$ cat src/program.hex
// One 32-bit instruction word per line, word address 0 upward
// addi x1,x1,n words with a beq or bne at every eighth word
00108093
00208093
00308093
00408093
00508093
00608093
00708093
00208863
00908093
00a08093
00b08093
00c08093
00d08093
00e08093
00f08093
fe3098e3
01108093
01208093
01308093
01408093
01508093
01608093
01708093
00408863
01908093
01a08093
01b08093
01c08093
01d08093
01e08093
01f08093
fe5098e3
02108093
02208093
02308093
02408093
02508093
02608093
02708093
00608863
02908093
02a08093
02b08093
02c08093
02d08093
02e08093
02f08093
fe7098e3
03108093
03208093
03308093
03408093
03508093
03608093
03708093
00808863
03908093
03a08093
03b08093
03c08093
03d08093
03e08093
03f08093
fe9098e3
$ cat src/rtl/fetch_pkg.sv
package fetch_pkg;

    // Datapath width
    localparam int xlen = 32;

    // First fetch address after reset
    localparam logic [xlen-1:0] reset_vector = '0;

    // Predictor table sizes
    localparam int bht_entries = 16;
    localparam int btb_entries = 16;

    // Index widths, tables indexed from pc bit 2 upward
    localparam int bht_idx_w = $clog2(bht_entries);
    localparam int btb_idx_w = $clog2(btb_entries);

    // Tag is everything above the index
    localparam int btb_tag_w = xlen - btb_idx_w - 2;

    // Instruction memory
    localparam int imem_depth = 64;
    localparam int imem_addr_w = $clog2(imem_depth);
    localparam string imem_file = "/design/src/program.hex";

    // Request payload, one per accepted pc
    typedef struct packed {
        logic [xlen-1:0] pc;
        logic            pred_taken;
        logic [xlen-1:0] pred_target;
    } fetch_req_t;

    // Request payload joined with the fetched word
    typedef struct packed {
        fetch_req_t      req;
        logic [xlen-1:0] inst;
    } fetch_out_t;

endpackage

$ cat src/rtl/pc_gen.sv
`timescale 1ns/1ps

module pc_gen import fetch_pkg::*; (
    input  logic            clk,
    input  logic            rst,
    input  logic            pred_taken,
    input  logic [xlen-1:0] pred_target,
    input  logic            pc_ready,
    input  logic            redirect,
    input  logic [xlen-1:0] redirect_pc,
    output logic [xlen-1:0] pc,
    output logic            pc_valid
);

    logic [xlen-1:0] pc_plus4;
    logic [xlen-1:0] next_pc;
    logic            advance;

    assign pc_plus4 = pc + xlen'(4);

    // Current pc handed to the request register
    assign advance = pc_valid && pc_ready;

    // Redirect from execute beats any advance
    always_comb begin
        if (redirect) begin
            next_pc = redirect_pc;
        end else if (advance && pred_taken) begin
            next_pc = pred_target;
        end else if (advance) begin
            next_pc = pc_plus4;
        end else begin
            next_pc = pc;
        end
    end

    always_ff @(posedge clk) begin
        if (rst) begin
            pc       <= reset_vector;
            // Offer starts right away, first cycle out of reset
            pc_valid <= 1'b1;
        end else begin
            pc       <= next_pc;
        end
    end

endmodule

$ cat src/rtl/branch_predictor.sv
`timescale 1ns/1ps

module branch_predictor import fetch_pkg::*; (
    input  logic            clk,
    input  logic            rst,
    input  logic [xlen-1:0] lookup_pc,
    output logic            pred_taken,
    output logic [xlen-1:0] pred_target,
    input  logic            update_valid,
    input  logic [xlen-1:0] update_pc,
    input  logic            update_taken,
    input  logic [xlen-1:0] update_target
);

    // 2-bit saturating counters
    logic [1:0]           bht [bht_entries];

    // Direct-mapped target buffer
    logic [btb_entries-1:0] btb_valid;
    logic [btb_tag_w-1:0]   btb_tag    [btb_entries];
    logic [xlen-1:0]        btb_target [btb_entries];

    logic [bht_idx_w-1:0] lookup_bht_idx;
    logic [btb_idx_w-1:0] lookup_btb_idx;
    logic [btb_tag_w-1:0] lookup_tag;
    logic [bht_idx_w-1:0] update_bht_idx;
    logic [btb_idx_w-1:0] update_btb_idx;
    logic [btb_tag_w-1:0] update_tag;
    logic                 btb_hit;

    assign lookup_bht_idx = lookup_pc[bht_idx_w+1:2];
    assign lookup_btb_idx = lookup_pc[btb_idx_w+1:2];
    assign lookup_tag     = lookup_pc[xlen-1:btb_idx_w+2];

    assign update_bht_idx = update_pc[bht_idx_w+1:2];
    assign update_btb_idx = update_pc[btb_idx_w+1:2];
    assign update_tag     = update_pc[xlen-1:btb_idx_w+2];

    // Lookup
    assign btb_hit = btb_valid[lookup_btb_idx]
                     && (btb_tag[lookup_btb_idx] == lookup_tag);

    // Counter MSB set means 2 or 3, i.e. taken
    assign pred_taken  = btb_hit && bht[lookup_bht_idx][1];
    assign pred_target = pred_taken ? btb_target[lookup_btb_idx]
                                    : lookup_pc + xlen'(4);

    // Counters start weakly not taken
    always_ff @(posedge clk) begin
        if (rst) begin
            for (int i = 0; i < bht_entries; i++) begin
                bht[i] <= 2'b01;
            end
        end else if (update_valid) begin
            if (update_taken) begin
                if (bht[update_bht_idx] != 2'b11) begin
                    bht[update_bht_idx] <= bht[update_bht_idx] + 2'd1;
                end
            end else if (bht[update_bht_idx] != 2'b00) begin
                bht[update_bht_idx] <= bht[update_bht_idx] - 2'd1;
            end
        end
    end

    always_ff @(posedge clk) begin
        if (rst) begin
            btb_valid <= '0;
        end else if (update_valid && update_taken) begin
            btb_valid[update_btb_idx] <= 1'b1;
        end
    end

    // Tag and target only meaningful once the valid bit is set
    always_ff @(posedge clk) begin
        if (update_valid && update_taken) begin
            btb_tag[update_btb_idx]    <= update_tag;
            btb_target[update_btb_idx] <= update_target;
        end
    end

endmodule

$ cat src/rtl/inst_mem.sv
`timescale 1ns/1ps

module inst_mem import fetch_pkg::*; (
    input  logic            clk,
    input  logic            rd_en,
    input  logic [xlen-1:0] addr,
    output logic [xlen-1:0] data
);

    logic [xlen-1:0]        mem [imem_depth];
    logic [imem_addr_w-1:0] word_addr;

    initial begin
        $readmemh(imem_file, mem);
    end

    // Word addressed, byte offset dropped
    assign word_addr = addr[imem_addr_w+1:2];

    // Output holds between enabled reads
    always_ff @(posedge clk) begin
        if (rd_en) begin
            data <= mem[word_addr];
        end
    end

endmodule

$ cat src/rtl/fetch_pipe_reg.sv
`timescale 1ns/1ps

module fetch_pipe_reg #(
    parameter type payload_t = logic
) (
    input  logic     clk,
    input  logic     rst,
    input  logic     flush,
    input  logic     in_valid,
    output logic     in_ready,
    input  payload_t in_data,
    output logic     out_valid,
    input  logic     out_ready,
    output payload_t out_data
);

    logic load;

    // Free slot, or the current entry leaves this cycle
    assign in_ready = !out_valid || out_ready;
    assign load     = in_valid && in_ready;

    always_ff @(posedge clk) begin
        if (rst || flush) begin
            out_valid <= 1'b0;
        end else if (in_ready) begin
            out_valid <= in_valid;
        end
    end

    always_ff @(posedge clk) begin
        if (load) begin
            out_data <= in_data;
        end
    end

endmodule

$ cat src/rtl/fetch_unit.sv
`timescale 1ns/1ps

module fetch_unit import fetch_pkg::*; (
    input  logic            clk,
    input  logic            rst,
    // Resolve port from execute
    input  logic            resolve_valid,
    input  logic [xlen-1:0] resolve_pc,
    input  logic            resolve_taken,
    input  logic [xlen-1:0] resolve_target,
    input  logic            resolve_mispredict,
    // Towards decode
    output logic            out_valid,
    input  logic            out_ready,
    output logic [xlen-1:0] out_pc,
    output logic [xlen-1:0] out_inst,
    output logic            out_pred_taken,
    output logic [xlen-1:0] out_pred_target
);

    logic [xlen-1:0] pc;
    logic            pc_valid;
    logic            pred_taken;
    logic [xlen-1:0] pred_target;

    logic            redirect;
    logic [xlen-1:0] redirect_pc;

    logic            req_ready;
    logic            req_valid;
    logic            out_reg_ready;
    fetch_req_t      req_in;
    fetch_req_t      req_data;
    fetch_out_t      out_in;
    fetch_out_t      out_data;

    logic [xlen-1:0] imem_data;

    // Mispredict redirects fetch and kills everything in flight
    assign redirect    = resolve_valid && resolve_mispredict;
    assign redirect_pc = resolve_taken ? resolve_target : resolve_pc + xlen'(4);

    pc_gen i_pc_gen (
        .clk         (clk),
        .rst         (rst),
        .pred_taken  (pred_taken),
        .pred_target (pred_target),
        .pc_ready    (req_ready),
        .redirect    (redirect),
        .redirect_pc (redirect_pc),
        .pc          (pc),
        .pc_valid    (pc_valid)
    );

    branch_predictor i_branch_predictor (
        .clk           (clk),
        .rst           (rst),
        .lookup_pc     (pc),
        .pred_taken    (pred_taken),
        .pred_target   (pred_target),
        .update_valid  (resolve_valid),
        .update_pc     (resolve_pc),
        .update_taken  (resolve_taken),
        .update_target (resolve_target)
    );

    // Read only when the pc moves into the request register
    inst_mem i_inst_mem (
        .clk   (clk),
        .rd_en (pc_valid && req_ready),
        .addr  (pc),
        .data  (imem_data)
    );

    assign req_in = '{pc: pc, pred_taken: pred_taken, pred_target: pred_target};

    fetch_pipe_reg #(
        .payload_t (fetch_req_t)
    ) i_req_reg (
        .clk       (clk),
        .rst       (rst),
        .flush     (redirect),
        .in_valid  (pc_valid),
        .in_ready  (req_ready),
        .in_data   (req_in),
        .out_valid (req_valid),
        .out_ready (out_reg_ready),
        .out_data  (req_data)
    );

    // Memory word lines up with the held request
    assign out_in = '{req: req_data, inst: imem_data};

    fetch_pipe_reg #(
        .payload_t (fetch_out_t)
    ) i_out_reg (
        .clk       (clk),
        .rst       (rst),
        .flush     (redirect),
        .in_valid  (req_valid),
        .in_ready  (out_reg_ready),
        .in_data   (out_in),
        .out_valid (out_valid),
        .out_ready (out_ready),
        .out_data  (out_data)
    );

    assign out_pc          = out_data.req.pc;
    assign out_inst        = out_data.inst;
    assign out_pred_taken  = out_data.req.pred_taken;
    assign out_pred_target = out_data.req.pred_target;

endmodule

$ cat config.mk
export PLATFORM = sky130hd
export DESIGN_NAME = fetch_unit
export DESIGN_NICKNAME = d
export VERILOG_FILES = /design/src/rtl/fetch_pkg.sv /design/src/rtl/pc_gen.sv /design/src/rtl/branch_predictor.sv /design/src/rtl/inst_mem.sv /design/src/rtl/fetch_pipe_reg.sv /design/src/rtl/fetch_unit.sv
export SDC_FILE = /design/constraint.sdc
export NUM_CORES = 1
export LEC_CHECK = 0
export BUFFER_PORTS_ARGS = -buffer_cell sky130_fd_sc_hd__buf_2
export CAP_MARGIN = 10
export CORE_MARGIN = 2
export CORE_UTILIZATION = 50
export CTS_CLUSTER_DIAMETER = 50
export DETAILED_ROUTE_END_ITERATION = 16
export GPL_TIMING_DRIVEN = 0
export PLACE_DENSITY = 0.64
export SKIP_CTS_REPAIR_TIMING = 1
export SLEW_MARGIN = 20
export SYNTH_ARGS = -nofsm -noshare
export SYNTH_HDL_FRONTEND = slang
export SYNTH_SLANG_ARGS = --single-unit
$ cat constraint.sdc
create_clock -name clk -period 12.9 [get_ports clk]
set_input_delay 1.935 -clock clk [delete_from_list [all_inputs] [get_ports clk]]
set_output_delay 1.935 -clock clk [all_outputs]
set_load 0.02 [all_outputs]
==> results.ini <==
[setup_path]
cp.arrival_ps = 6700
cpMaxStageDelayCell = a2111oi_0
slowest_delay_ps = 870
cp_cell_sequence = buf_6 -> buf_2 -> buf_2 -> mux4_2 -> mux2i_1 -> xnor2_1 -> nor4_1 -> nand4_1 -> a2111oi_0 -> clkbuf_1 -> nand3_1 -> a21boi_0
path_common_cell = buf_2
path_max_fanout = 10
required_ps = 13320
cp-end-kind = flip-flop
worst_setup_path_start_kind = flip-flop
path_class = reg -> reg

[synth]
synth-adder-area-share_pct = 0.135
synth_area_sq_um = 46300
synthSimpleGateAreaFrac_pct = 4.76
syn_avg_cell_area_sq_um = 18.9
synth_top_family_by_area = multiplexers
yosysSeqAreaShare_pct = 73.0
synth_xor_area_share_pct = 1.89
synth.mux.area_fraction_pct = 14.9
synth.ff_latch_count = 1144
yosysUniqueCellTypes = 70
postSynth.asyncResetShare_pct = 0
ys.flop_type = edfxtp_1
synth-edff-count = 1090
synth_cells = 2453
synth-compound-area-share_pct = 3.11
ys_warn_count = 0

[floorplanning]
die_h_microns = 308
die-area_sq_um = 95000
rows = 111
ios = 168
initial_core_util_pct = 50.5
coreArea_sq_um = 91700
die_x_microns = 308

[status]
status = finished clean

[sta]
setup_viol = 0
post-route-period-util_pct = 48.7
final.setup.worst_slack_ps = 6620
fmax_ghz = 0.159
slew_violations = 0
fin_worst_skew_ps = 29.6
max_slew_margin_pct = 17.1
tightest_slew_ps = 1240
fin_crit_ps = 6280
rsz0062_at_grt = false
finalHoldViolations = 0

[clocking]
worstSkewPairLatency_ps = 740
h-tree-depth = 4
clk_pin_slew_ps = 60
cts_tree = done
cts_buffer_depth = 3
cts_sinks = 1144
clock-root-buffer = clkbuf_16
cts_made_buffers = 130

[routing]
drt_iter0_markers = 3969
wl_per_cell_microns = 33.0
drc = 0
totalWireLength_microns = 136000
postRouteAntennaNets = 0
route.vias.total = 26322
via_per_inst = 6.37
firstDrtPassIters = 6

[place]
preCtsSetupSlack_ps = 6820
io_buffer_count = 133
hpwl_microns = 95600
gp_congestion = 0.946
place_inst = 3893

[cells_and_area]
seq_area_sq_um = 33800
final_common_cell = edfxtp_1
final_cell_mix = edfxtp_1 (1090), mux4_2 (255), buf_2 (171), clkbuf_16 (132)
syn2layout_area_growth_pct = 17.6
layout-drive-gt1-share_pct = 27.4
nets = 2915
fillers = 6709
multi_input_area_sq_um = 11800
stdcell_count = 4131

[power_and_ir_drop]
peakVddDrop_mv = 0.124
powerDensity_nw_per_um2 = 159
leakagePower_uw = 0.0181

[global_route]
grt_usage_pct = 29.2
grt-ovfl-total = 0
antenna_found_initial = 15
grt_pass1_vias = 25998
grt_pass1_wl_microns = 192000
grt_max_degree = 45

[flow_run]
max_cap_viol_count = 0

[worst_hold_path]
hold_class = reg -> reg

[layout make-up]
type | instances | area share (%)
antenna | 1 | 0.00460
buffer | 183 | 1.71
clock buffer | 151 | 6.20
clock inverter | 85 | 1.66
inverter | 17 | 0.117
multi-input combinational | 1140 | 21.6
sequential | 1144 | 62.1
tap | 1186 | 2.73
timing repair buffer | 224 | 3.88
[cells by family (layout without fill, tap and decap cells)]
kind of cell	Yosys count	count (layout)
simple gates	432	432
mux	370	370
fa+ha+maj	5	5
other cells	1	33
flops	1144	1144
buf+inv	200	660
xor+xnor	100	100
compound gates	201	201
[flip-flops by register name (all words and copies together) (netlist names), named ones only]
register and flops:
i_pc_gen.pc 32, i_branch_predictor.btb_valid 16, i_branch_predictor.btb_target 512, i_branch_predictor.bht 32, i_req_reg.out_valid 1, i_out_reg.out_valid 1, i_req_reg.out_data 65, i_out_reg.out_data 65
i_branch_predictor.btb_tag 416
[worst paths after layout]
| kind | startpoint | end | slack (ps) | cells past startpoint |
|---|---|---|---|---|
| setup / recovery | flip-flop | i_req_reg.out_data[12]$_DFFE_PN_ | 6620 | 12 |
| hold reg to reg | i_req_reg.out_data[23]$_DFFE_PN_ | i_out_reg.out_data[55]$_DFFE_PP_ | 420 | 0 |
| setup reg to reg | flip-flop | i_req_reg.out_data[12]$_DFFE_PN_ | 6620 | 12 |
| hold / removal | i_req_reg.out_data[23]$_DFFE_PN_ | i_out_reg.out_data[55]$_DFFE_PP_ | 420 | 0 |
[metrics by stage]
step                      power (uW)  hold WS (ps)  TNS (ps)  area [sq um]  util, %
after CTS                       8710           417         0         54400     59.4
after global placement          5030           405   -346530         48600     53.0
after detailed placement        5050           405         0         50100     54.7
final                           8680           416         0         54400     59.4
after floorplan                 4720           400         0         46400        -
after global routing            8910           424         0         54400     59.4
[cells in the mapped netlist (16+ instances only)]
library cell / number / area [sq um]
a21o_1: 18 / 135
a21oi_1: 36 / 180
and3_1: 40 / 250
buf_1: 25 / 93.8
buf_2: 35 / 175
buf_4: 44 / 330
clkbuf_1: 76 / 285
dfxtp_1: 54 / 1080
edfxtp_1: 1090 / 32700
inv_1: 16 / 60.1
mux2_2: 19 / 214
mux2i_1: 96 / 961
mux4_2: 255 / 5740
nand2_1: 90 / 338
nand3_1: 38 / 190
nand4_1: 21 / 131
nor2_1: 107 / 402
nor3_1: 33 / 165
nor4_1: 24 / 150
o21a_1: 22 / 165
xnor2_1: 61 / 534
xor2_1: 39 / 342
[routing by layer]
layer | wire length (microns) | vias up | part of all wire, % | track usage (%)
met3 | 15100 | 264 | 11 | 7.22
met2 | 61700 | 1670 | 45 | 43.8
met4 | 4190 | 14 | 3.1 | 9.08
met1 | 55100 | 13686 | 40 | 42.4
met5 | 91 | - | 0.067 | 0
li1 | - | 10688 | - | -
[report_power, final]
part	switching, uW	internal (uW)	total, uW
clock	1500	2190	3700
combinational	495	296	791
sequential	40.6	4150	4190
total	2040	6640	8680
[critical path: cells and delay by family (launching register included)]
kind,cells,cell delay (ps)
XOR/XNOR,1,190
AND/OR/NAND/NOR,3,1410
AO/OA/AOI/OAI,2,1640
buffers and inverters,4,1560
multiplexers,2,690
flip-flops,1,470
Note: power is estimated with default switching activity, not from simulation.
